### config.mk
export PLATFORM = sky130hd
export DESIGN_NAME = pwm_subsystem
export DESIGN_NICKNAME = d
export VERILOG_FILES = /design/src/common/pwm_pkg.sv /design/src/axil_skid_buffer.sv /design/src/register_cu/axil_register_cu.sv /design/src/pwm/pwm_carrier.sv /design/src/pwm/pwm_compare_bank.sv /design/src/pwm_subsystem.sv
export SDC_FILE = /design/constraint.sdc
export NUM_CORES = 1
export LEC_CHECK = 0
export BUFFER_PORTS_ARGS = -buffer_cell sky130_fd_sc_hd__buf_2
export CORE_MARGIN = 3
export CORE_UTILIZATION = 40
export DETAILED_ROUTE_END_ITERATION = 7
export GPL_TIMING_DRIVEN = 0
export PLACE_DENSITY_LB_ADDON = 0.15
export SLEW_MARGIN = 20
export SYNTH_ARGS = -nofsm -noshare
export SYNTH_HDL_FRONTEND = slang
export SYNTH_SLANG_ARGS = --single-unit
### constraint.sdc
create_clock -name clock -period 7.3 [get_ports clock]
set_input_delay 2.19 -clock clock [delete_from_list [all_inputs] [get_ports clock]]
set_output_delay 2.19 -clock clock [all_outputs]
set_load 0.005 [all_outputs]
### src/common/pwm_pkg.sv
// PWM subsystem shared definitions
package pwm_pkg;

    localparam int AXIL_ADDR_WIDTH = 32;
    localparam int AXIL_DATA_WIDTH = 32;
    localparam int PWM_WIDTH = 16;

    // Bus level types
    typedef logic [AXIL_ADDR_WIDTH-1:0] axil_addr_t;
    typedef logic [AXIL_DATA_WIDTH-1:0] axil_data_t;
    typedef logic [AXIL_DATA_WIDTH/8-1:0] axil_strb_t;
    typedef logic [1:0] axil_resp_t;

    // Carrier count, period and duty share one width
    typedef logic [PWM_WIDTH-1:0] pwm_count_t;

    // Master to slave
    typedef struct packed {
        logic aw_valid;
        axil_addr_t aw_addr;
        logic w_valid;
        axil_data_t w_data;
        axil_strb_t w_strb;
        logic b_ready;
        logic ar_valid;
        axil_addr_t ar_addr;
        logic r_ready;
    } axil_req_t;

    // Slave to master
    typedef struct packed {
        logic aw_ready;
        logic w_ready;
        logic b_valid;
        axil_resp_t b_resp;
        logic ar_ready;
        logic r_valid;
        axil_data_t r_data;
        axil_resp_t r_resp;
    } axil_rsp_t;

    // Register map in word indices from the base address
    localparam int REG_CONTROL = 0;
    localparam int REG_PERIOD = 1;
    localparam int REG_DUTY_BASE = 2;

    localparam int CONTROL_ENABLE_BIT = 0;

    localparam axil_resp_t RESP_OKAY = 2'b00;

endpackage

### src/axil_skid_buffer.sv
// AXI channel skid buffer
`timescale 1ns/10ps

module axil_skid_buffer #(
    parameter int DATA_WIDTH = 32
) (
    input logic clock,
    input logic reset,
    input logic in_valid,
    output logic in_ready,
    input logic [DATA_WIDTH-1:0] in_data,
    output logic out_valid,
    input logic out_ready,
    output logic [DATA_WIDTH-1:0] out_data
);

    typedef enum logic [1:0] {
        EMPTY,
        ONE,
        FULL
    } state_t;

    state_t state;
    state_t state_next;
    logic [DATA_WIDTH-1:0] spill_data;
    logic push;
    logic pop;

    assign push = in_valid && in_ready;
    assign pop = out_valid && out_ready;
    assign out_valid = (state != EMPTY);

    always_comb begin
        state_next = state;
        case (state)
            EMPTY: if (push) state_next = ONE;
            ONE: begin
                if (push && !pop) begin
                    state_next = FULL;
                end else if (!push && pop) begin
                    state_next = EMPTY;
                end
            end
            FULL: if (pop) state_next = ONE;
            default: state_next = EMPTY;
        endcase
    end

    // Ready comes from a flop so the upstream path is cut
    always_ff @(posedge clock) begin
        if (!reset) begin
            state <= EMPTY;
            in_ready <= 1'b0;
        end else begin
            state <= state_next;
            in_ready <= (state_next != FULL);
        end
    end

    always_ff @(posedge clock) begin
        if (state == FULL) begin
            if (pop) out_data <= spill_data;
        end else if (push && (state == EMPTY || pop)) begin
            out_data <= in_data;
        end
        // Second entry parks here while the output is stalled
        if (state == ONE && push && !pop) spill_data <= in_data;
    end

endmodule

### src/register_cu/axil_register_cu.sv
// AXI4-Lite register control unit
`timescale 1ns/10ps

module axil_register_cu
    import pwm_pkg::*;
#(
    parameter int N_CHANNELS = 2,
    parameter axil_addr_t BASE_ADDRESS = '0
) (
    input logic clock,
    input logic reset,
    input axil_req_t axil_req,
    output axil_rsp_t axil_rsp,
    output logic enable,
    output pwm_count_t period,
    output pwm_count_t duty [N_CHANNELS],
    input pwm_count_t count,
    input axil_data_t periods
);

    // Status words follow the duty registers
    localparam int N_CONFIG = REG_DUTY_BASE + N_CHANNELS;
    localparam int REG_COUNT = N_CONFIG;
    localparam int REG_PERIODS = N_CONFIG + 1;
    localparam int INDEX_WIDTH = $clog2(N_CONFIG);

    logic aw_ready;
    logic w_ready;
    logic ar_ready;
    logic aw_valid_q;
    logic w_valid_q;
    logic ar_valid_q;
    axil_addr_t aw_addr_q;
    axil_addr_t ar_addr_q;
    axil_data_t w_data_q;
    axil_strb_t w_strb_q;

    logic b_valid;
    logic r_valid;
    axil_data_t r_data;
    logic write_fire;
    logic read_fire;
    axil_addr_t write_index;
    axil_addr_t read_index;
    axil_data_t read_word;
    axil_data_t config_regs [N_CONFIG];

    function automatic axil_data_t apply_strobe(
        input axil_data_t prior,
        input axil_data_t new_data,
        input axil_strb_t strb
    );
        axil_data_t merged;
        merged = prior;
        for (int k = 0; k < AXIL_DATA_WIDTH / 8; k++) begin
            if (strb[k]) merged[k*8 +: 8] = new_data[k*8 +: 8];
        end
        return merged;
    endfunction

    axil_skid_buffer #(
        .DATA_WIDTH(AXIL_ADDR_WIDTH)
    ) u_aw_buffer (
        .clock(clock),
        .reset(reset),
        .in_valid(axil_req.aw_valid),
        .in_ready(aw_ready),
        .in_data(axil_req.aw_addr),
        .out_valid(aw_valid_q),
        .out_ready(write_fire),
        .out_data(aw_addr_q)
    );

    axil_skid_buffer #(
        .DATA_WIDTH(AXIL_DATA_WIDTH + AXIL_DATA_WIDTH / 8)
    ) u_w_buffer (
        .clock(clock),
        .reset(reset),
        .in_valid(axil_req.w_valid),
        .in_ready(w_ready),
        .in_data({axil_req.w_data, axil_req.w_strb}),
        .out_valid(w_valid_q),
        .out_ready(write_fire),
        .out_data({w_data_q, w_strb_q})
    );

    axil_skid_buffer #(
        .DATA_WIDTH(AXIL_ADDR_WIDTH)
    ) u_ar_buffer (
        .clock(clock),
        .reset(reset),
        .in_valid(axil_req.ar_valid),
        .in_ready(ar_ready),
        .in_data(axil_req.ar_addr),
        .out_valid(ar_valid_q),
        .out_ready(read_fire),
        .out_data(ar_addr_q)
    );

    // Both write entries leave together once B is free
    assign write_fire = aw_valid_q && w_valid_q && (!b_valid || axil_req.b_ready);
    assign read_fire = ar_valid_q && (!r_valid || axil_req.r_ready);

    assign write_index = (aw_addr_q - BASE_ADDRESS) >> 2;
    assign read_index = (ar_addr_q - BASE_ADDRESS) >> 2;

    // Indices past the map are acknowledged but dropped
    always_ff @(posedge clock) begin
        if (!reset) begin
            for (int i = 0; i < N_CONFIG; i++) config_regs[i] <= '0;
        end else if (write_fire && write_index < axil_addr_t'(N_CONFIG)) begin
            config_regs[write_index[INDEX_WIDTH-1:0]] <=
                apply_strobe(config_regs[write_index[INDEX_WIDTH-1:0]], w_data_q, w_strb_q);
        end
    end

    always_comb begin
        read_word = '0;
        if (read_index < axil_addr_t'(N_CONFIG)) begin
            read_word = config_regs[read_index[INDEX_WIDTH-1:0]];
        end else if (read_index == axil_addr_t'(REG_COUNT)) begin
            read_word = axil_data_t'(count);
        end else if (read_index == axil_addr_t'(REG_PERIODS)) begin
            read_word = periods;
        end
    end

    // Responses hold until the master takes them
    always_ff @(posedge clock) begin
        if (!reset) begin
            b_valid <= 1'b0;
            r_valid <= 1'b0;
        end else begin
            if (write_fire) begin
                b_valid <= 1'b1;
            end else if (axil_req.b_ready) begin
                b_valid <= 1'b0;
            end
            if (read_fire) begin
                r_valid <= 1'b1;
            end else if (axil_req.r_ready) begin
                r_valid <= 1'b0;
            end
        end
    end

    always_ff @(posedge clock) begin
        if (read_fire) r_data <= read_word;
    end

    assign axil_rsp = '{
        aw_ready: aw_ready,
        w_ready: w_ready,
        b_valid: b_valid,
        b_resp: RESP_OKAY,
        ar_ready: ar_ready,
        r_valid: r_valid,
        r_data: r_data,
        r_resp: RESP_OKAY
    };

    assign enable = config_regs[REG_CONTROL][CONTROL_ENABLE_BIT];
    assign period = config_regs[REG_PERIOD][PWM_WIDTH-1:0];

    always_comb begin
        for (int i = 0; i < N_CHANNELS; i++) begin
            duty[i] = config_regs[REG_DUTY_BASE + i][PWM_WIDTH-1:0];
        end
    end

endmodule

### src/pwm/pwm_carrier.sv
// Sawtooth carrier counter
`timescale 1ns/10ps

module pwm_carrier
    import pwm_pkg::*;
(
    input logic clock,
    input logic reset,
    input logic enable,
    input pwm_count_t period,
    output pwm_count_t count,
    output logic wrap,
    output axil_data_t periods
);

    logic running;
    pwm_count_t last_count;

    assign running = enable && (period != '0);
    assign last_count = period - pwm_count_t'(1);

    // Greater-or-equal also catches a period shortened below the running count
    assign wrap = running && (count >= last_count);

    always_ff @(posedge clock) begin
        if (!reset) begin
            count <= '0;
        end else if (!running || wrap) begin
            count <= '0;
        end else begin
            count <= count + pwm_count_t'(1);
        end
    end

    // Count of completed periods wraps around freely
    always_ff @(posedge clock) begin
        if (!reset) begin
            periods <= '0;
        end else if (wrap) begin
            periods <= periods + axil_data_t'(1);
        end
    end

endmodule

### src/pwm/pwm_compare_bank.sv
// PWM duty comparator bank
`timescale 1ns/10ps

module pwm_compare_bank
    import pwm_pkg::*;
#(
    parameter int N_CHANNELS = 2
) (
    input logic clock,
    input logic reset,
    input logic enable,
    input pwm_count_t count,
    input logic wrap,
    input pwm_count_t duty [N_CHANNELS],
    output logic [N_CHANNELS-1:0] pwm_out
);

    pwm_count_t shadow_duty [N_CHANNELS];

    // New duty takes effect at the period boundary only
    always_ff @(posedge clock) begin
        for (int i = 0; i < N_CHANNELS; i++) begin
            if (wrap || !enable) shadow_duty[i] <= duty[i];
        end
    end

    // Registered compare keeps the outputs clean
    always_ff @(posedge clock) begin
        if (!reset) begin
            pwm_out <= '0;
        end else begin
            for (int i = 0; i < N_CHANNELS; i++) begin
                pwm_out[i] <= enable && (count < shadow_duty[i]);
            end
        end
    end

endmodule

### src/pwm_subsystem.sv
// PWM subsystem top level
`timescale 1ns/10ps

module pwm_subsystem
    import pwm_pkg::*;
#(
    parameter int N_CHANNELS = 2,
    parameter axil_addr_t BASE_ADDRESS = '0
) (
    input logic clock,
    input logic reset,
    input axil_req_t axil_req,
    output axil_rsp_t axil_rsp,
    output logic [N_CHANNELS-1:0] pwm_out
);

    logic enable;
    logic wrap;
    pwm_count_t period;
    pwm_count_t count;
    pwm_count_t duty [N_CHANNELS];
    axil_data_t periods;

    axil_register_cu #(
        .N_CHANNELS(N_CHANNELS),
        .BASE_ADDRESS(BASE_ADDRESS)
    ) u_register_cu (
        .clock(clock),
        .reset(reset),
        .axil_req(axil_req),
        .axil_rsp(axil_rsp),
        .enable(enable),
        .period(period),
        .duty(duty),
        .count(count),
        .periods(periods)
    );

    pwm_carrier u_carrier (
        .clock(clock),
        .reset(reset),
        .enable(enable),
        .period(period),
        .count(count),
        .wrap(wrap),
        .periods(periods)
    );

    pwm_compare_bank #(
        .N_CHANNELS(N_CHANNELS)
    ) u_compare_bank (
        .clock(clock),
        .reset(reset),
        .enable(enable),
        .count(count),
        .wrap(wrap),
        .duty(duty),
        .pwm_out(pwm_out)
    );

endmodule

==> qor.yml, run 1 <==
cts:
  post_cts_buffers: 0
  clockBufferDepth: 3
  hold_buffers: 0
  clock-sinks: 447
  cts_tree: "built"
  cts-root-buf: "clkbuf_16"
  htree_levels: 2
  post_cts_resized: 0
  numCtsBuffers: 49
  worstSkewPairLatency_ps: 590
  clkTransAtPathRegs_ps: 60
power:
  peakVddDrop_v: 0.000157
  p_leak_nw: 8.47
  power_density_mw_per_mm2: 248
timing:
  setup_viol: 0
  slew_headroom_pct: 32.0
  finalCritPeriodShare_pct: 67.7
  rsz0062_at_grt: "no"
  fin_tns_setup_ps: 0
  worst_pin_slew_ps: 1020
  slew_violations: 0
  fmax_ghz: 0.202
  fin_skew_ps: 25.1
  hold_viol: 0
  min_period_ps: 4940
synth:
  synth_fa_ha_area_share_pct: 3.13
  synthXorXnorAreaFrac_pct: 1.88
  synth.area.mux_share_pct: 9.38
  yosysWarnings: 0
  synth_edf_count: 384
  netlist_instances: 1396
  synth_ff_type: "edfxtp_1"
  ys_ff_latch: 447
  synth_top_family_by_area: "simple AND/OR/NAND/NOR gates"
  synth_cell_type_count: 63
  syn_area_per_cell_um2: 14.0
  ys_async_sr_fraction_pct: 0
  yosysSeqAreaShare_pct: 65.4
  netlist_area_mm2: 0.0196
  synth_compound_area_share_pct: 5.24
  synthSimpleGateAreaFrac_pct: 11.9
critical_path:
  crit_chain: "inv_1 -> ha_1 -> nor4b_1 -> nand2_1 -> nor4_1 -> nor3b_1 -> xnor2_1 -> ha_1 -> nand4_2 -> nor3_4 -> a22o_1 -> nor2_1 -> buf_2 -> or2_2 -> nand2_2"
  cpMostUsedCell: "ha_1"
  cp_num_buf_inv: 2
  end_kind: "register"
  required_ps: 7500
  crit_type: "register to register"
  cp_max_fo: 32
  arrival_ps: 5150
  cpMaxStageDelayCell: "nand2_2"
  cp-start-kind: "register"
  critPathMaxStageDelay_ps: 580
  crit_family: "simple AND/OR/NAND/NOR gates"
drt:
  drcViolationCount: 0
  ant_nets: 0
  routed_wl_mm: 46.3
  routed_via_density: 5.22
  vias: 11800
  wl_per_cell_um: 20.6
  dr.pass1.iters: 5
  drtIter0Drc: 718
placement:
  detailed_place_hpwl_mm: 33.8
  place_congestion: 0.812
  dpl_cell_area_mm2: 0.0213
  portBuffers: 140
final_layout:
  multiInputGateArea_mm2: 0.00626
  drive_gt1_share_pct: 23.9
  fin_nets: 1753
  regArea_mm2: 0.0128
  syn_to_final_growth_pct: 17.1
  fillCellCount: 4290
  antenna_cells: 0
  design_area_mm2: 0.0229
die:
  core_mm2: 0.0480
  die-area_mm2: 0.0516
  pin_count: 150
  rows: 80
  die_h_um: 227
  start_util_pct: 40.7
  die_w_um: 227
grt:
  grtUsageTotal_pct: 18.2
  overflow: 0
  grt_pass1_wl_mm: 71.5
  grt_pass1_vias: 12000
  antenna_found_initial: 0
  grt_max_degree: 33
flow_run:
  cap_violations: 0
hold_path:
  hold_path.class: "register to register"
outcome:
  status: "complete, no violations"
==> path summary, 6_finish.rpt <==
check / slack, ps / depth (start not counted) / startpoint / endpoint
min: 450 / 0 / u_register_cu.config_regs[3][2]$_DFFE_PP_ / u_compare_bank.shadow_duty[0][18]$_DFFE_PP_
max: 2360 / 15 / u_register_cu.config_regs[1][0]$_SDFFCE_PN0P_ / u_compare_bank.shadow_duty[0][28]$_DFFE_PP_
max reg2reg: 2360 / 15 / u_register_cu.config_regs[1][0]$_SDFFCE_PN0P_ / u_compare_bank.shadow_duty[0][28]$_DFFE_PP_
min reg2reg: 450 / 0 / u_register_cu.config_regs[3][2]$_DFFE_PP_ / u_compare_bank.shadow_duty[0][18]$_DFFE_PP_
==> cell type report <==
type	instances	share of cell area, %
plain buffers	69	1.37
clock buffers	66	5.91
clock inverters	25	1.09
inverters	75	1.23
multi-input cells	808	27.3
flip-flops and latches	447	55.9
well taps	615	3.36
repair buffers	147	3.87
==> cell usage after synthesis (3+ instances only) <==
cell type    n  area share (%)
o21a_1       6            0.23
o21ai_1      4            0.10
clkbuf_1    40            0.77
mux4_2      32             3.7
and4_1       6            0.27
a2111oi_0    3            0.13
a21oi_1     47             1.2
xor2_1      15            0.67
a22oi_1     17            0.65
o211ai_1     3            0.12
ha_1        49             3.1
mux2_2      98             5.6
nand2b_1    11            0.35
and2_1      68             2.2
a21o_1       6            0.23
buf_1        5           0.096
buf_2       13            0.33
a2111oi_2    4            0.31
o21ai_0     49             1.3
or4_1        9            0.35
nand4_1     22            0.70
nor4_1      17            0.54
nand3_1     22            0.56
o31ai_1      8            0.31
edfxtp_1   384              59
dfxtp_1     63             6.4
nor2_1      63             1.2
xnor2_1     27             1.2
nor2b_1      8            0.26
nor3_1      11            0.28
a211oi_1     4            0.15
nand2_1     81             1.6
or3_1       10            0.32
nand4b_1     3            0.13
and3_1      69             2.2
nor3b_1      3            0.12
inv_1       75             1.4
buf_4       10            0.38
==> report_power, final <==
part           total (mW)  switching (mW)  internal [mW]
Combinational       0.300           0.167          0.134
Clock                2.46            1.01           1.44
Sequential           2.91          0.0478           2.87
Total                5.67            1.23           4.44
==> logic make-up after synthesis <==
| logic type | count (synthesis) |
|---|---|
| and+or+nand+nor | 418 |
| buffers and inverters | 144 |
| AOI/OAI and AO/OA | 164 |
| adders and majority gates | 49 |
| xor gates and xnor gates | 42 |
| DFF | 447 |
| other | 1 |
| muxes | 131 |
==> per-stage QoR <==
stage               setup slack [ps]  hold slack (ps)  util (%)  instances  total power [mW]
floorplan                       1530              421         -       1399              3.13
global placement                -302              435      43.8       2154              3.26
detailed placement              2020              432      44.3       2161              3.27
CTS                             2330              450      47.7       2252              5.74
global route                    2070              466      47.7       2252              5.88
finish                          2360              450      47.7       2252              5.67
==> sequential cells by signal (all words and copies together) (netlist names), 32 cells and up, named ones only <==
register	flops
u_register_cu.config_regs	128
u_carrier.periods	32
u_compare_bank.shadow_duty	32
u_register_cu.r_data	32
u_register_cu.u_w_buffer.spill_data	36
u_register_cu.u_w_buffer.out_data	36
==> routing by layer <==
layer	vias up	track usage, %	wire length (um)
met5	-	0	0
li1	5654	-	-
met4	0	5.53	1160
met2	240	29.3	21700
met3	78	2.63	1920
met1	5785	25.8	21500
==> cell usage in the layout, fill, tap and decap left out, types with 8 or more instances in the layout <==
| cell | instances |
|---|---|
| nand2b_1 | 11 |
| clkbuf_16 | 51 |
| nand4_1 | 22 |
| or4_1 | 9 |
| buf_2 | 153 |
| nand2_1 | 80 |
| a21oi_1 | 47 |
| a22oi_1 | 17 |
| mux4_2 | 32 |
| inv_1 | 75 |
| clkinv_1 | 10 |
| or3_1 | 10 |
| nor2b_1 | 8 |
| nor4_1 | 17 |
| ha_1 | 49 |
| edfxtp_1 | 384 |
| nand3_1 | 22 |
| o31ai_1 | 8 |
| mux2_2 | 98 |
| xor2_1 | 15 |
| and2_1 | 68 |
| nor2_1 | 59 |
| o21ai_0 | 47 |
| and3_1 | 69 |
| buf_4 | 10 |
| clkbuf_1 | 53 |
| dfxtp_1 | 63 |
| xnor2_1 | 27 |
| nor3_1 | 11 |
Note: power is estimated with default switching activity, not from simulation.
==> run 2, diff against run 1 <==
==> constraint.sdc (replaced) <==
create_clock -name clock -period 5 [get_ports clock]
set_input_delay 1.5 -clock clock [delete_from_list [all_inputs] [get_ports clock]]
set_output_delay 1.5 -clock clock [all_outputs]
set_load 0.005 [all_outputs]
==> run 2 against run 1 <==
Compared with the run above: critical path depth shrank 1; combinational power grew 47%; non-clock buffer count is the same; largest power group unchanged; sequential share of layout area shrank 0.14 points; core utilization grew 0.12 points; clock power grew 52%; die area is the same.
==> qor.yml, run 2 (same netlist as run 1, synthesis figures left out) <==
critical_path:
  cp_max_fo: 32
  crit_type: "register to register"
  cp-startpoint: "u_register_cu.config_regs[1][4]$_SDFFCE_PN0P_"
  arrival_ps: 4800
  cp-start-kind: "register"
  r2r_start: "u_register_cu.config_regs[1][4]$_SDFFCE_PN0P_"
  end_kind: "register"
  required_ps: 5230
final_layout:
  drive_gt1_share_pct: 24.1
  design_area_mm2: 0.0230
  most-common-layout-cells: "384 x edfxtp_1, 153 x buf_2, 98 x mux2_2"
  top_regs: "u_register_cu.config_regs x128, u_register_cu.u_w_buffer.out_data x36, u_register_cu.u_w_buffer.spill_data x36"
  top_register: "u_register_cu.config_regs"
  fin_nets: 1753
  layout_commonest_cell: "edfxtp_1"
  largest_reg_flops: 128
  fillCellCount: 4271
  antenna_cells: 0
  regArea_mm2: 0.0128
  multiInputGateArea_mm2: 0.00627
  layout.cells.non_filler: 2251
  syn_to_final_growth_pct: 17.4
cts:
  clkTransAtPathRegs_ps: 60
  cts-root-buf: "clkbuf_16"
  worstSkewPairLatency_ps: 580
  hold_buffers: 0
  numCtsBuffers: 49
  htree_levels: 2
  clockBufferDepth: 3
  cts_tree: "built"
  post_cts_resized: 0
  post_cts_buffers: 0
  clock-sinks: 447
drt:
  wl_per_cell_um: 20.5
  drcViolationCount: 0
  ant_nets: 0
  dr.pass1.iters: 5
  vias: 11800
  routed_via_density: 5.23
  routed.top_layer: "met4"
  drt-met1-wl_mm: 21.2
  drtIter0Drc: 828
  wl_met3_mm: 1.82
  routed_wl_mm: 46.2
  wl_met2_mm: 21.8
power:
  p_leak_nw: 8.51
  power.switching_mw: 1.81
  p_int_mw: 6.63
  power_density_mw_per_mm2: 368
  swShare_pct: 21.5
  power_frac_seq_pct: 50.4
  combPwrFrac_pct: 5.2
  pwr-share-clk_pct: 44.4
  peakVddDrop_v: 0.000221
grt:
  grtUsageTotal_pct: 18.1
  grt_pass1_wl_mm: 71.1
  grt_max_degree: 33
  grt_pass1_vias: 12000
  overflow: 0
  antenna_found_initial: 0
die:
  rows: 80
  die_h_um: 227
  die-area_mm2: 0.0516
  core_mm2: 0.0480
  pin_count: 150
  die_w_um: 227
  start_util_pct: 40.7
timing:
  min_period_ps: 4570
  setup_viol: 0
  hold_viol: 0
  fin_skew_ps: 15.2
  worst_pin_slew_ps: 991
  slew_headroom_pct: 33.9
  finalWorstSetupSlack_ps: 434
  finalCritPeriodShare_pct: 91.3
  rsz0062_at_grt: "no"
  slew_violations: 0
  fmax_ghz: 0.219
  fin_tns_setup_ps: 0
hold_path:
  hold_path.class: "register to register"
  hold_path_startpoint: "u_register_cu.config_regs[3][8]$_DFFE_PP_"
placement:
  place_congestion: 0.803
  portBuffers: 140
  detailed_place_hpwl_mm: 33.8
  dpl_cell_area_mm2: 0.0213
  dp_cells: 2161
  pre_cts_ws_ps: 147
flow_run:
  cap_violations: 0
outcome:
  status: "complete, no violations"
==> run 2: changes by cell type in the layout (fill, tap and decap cells not counted), sizes merged <==
cell      change
clkbuf        -7
inv           +2
bufinv        +4
clkinv        +2
clkinvlp      -2
==> run 2: per-layer routing <==
layer  up-vias  global-route usage, %
met4         0                   6.34
met1      5830                   25.1
met3        83                   2.73
met2       216                   29.5
li1       5645                      -
met5         -                      0
==> run 2: worst max-delay path: stages, from the launching register on <==
cell and delay [ps]:
edfxtp_1 490, or4_1 580, nor3_1 190, nor4b_2 380, nand2_1 180, nor3_1 200
xnor2_1 100, ha_1 340, nand4_2 180, nor3_4 280, a22o_1 250, nor2_1 120
buf_2 200, or2_2 350, nand2_4 350
==> run 2: area by class of cell <==
| class | instances | share of cell area [%] |
|---|---|---|
| flip-flops and latches | 447 | 55.7 |
| multi-input cells | 808 | 27.3 |
| clock buffers | 59 | 5.59 |
| repair buffers | 147 | 3.83 |
| well taps | 615 | 3.35 |
| clock inverters | 31 | 1.63 |
| plain buffers | 69 | 1.37 |
| inverters | 75 | 1.23 |
==> run 2: per-stage QoR <==
stage	utilization, %	hold WS, ps	power [mW]
after CTS	47.8	456	8.54
after global placement	43.8	435	4.75
final	47.8	453	8.44
after global routing	47.8	474	8.74
after floorplan	-	421	4.57
after detailed placement	44.3	442	4.78
==> run 2: power by group through the flow <==
stage	combinational (mW)	sequential, mW	clock, mW
global route	0.487	4.27	3.99
detailed placement	0.447	4.33	0
CTS	0.449	4.25	3.84
finish	0.440	4.26	3.75
floorplan	0.263	4.30	0
global placement	0.416	4.34	0
==> run 2: path summary, 6_finish.rpt <==
check	end	depth (start not counted)	slack, ps
min	u_compare_bank.shadow_duty[0][24]$_DFFE_PP_	0	450
max reg2reg	u_compare_bank.shadow_duty[0][30]$_DFFE_PP_	14	430
max	u_compare_bank.shadow_duty[0][30]$_DFFE_PP_	14	430
min reg2reg	u_compare_bank.shadow_duty[0][24]$_DFFE_PP_	0	450
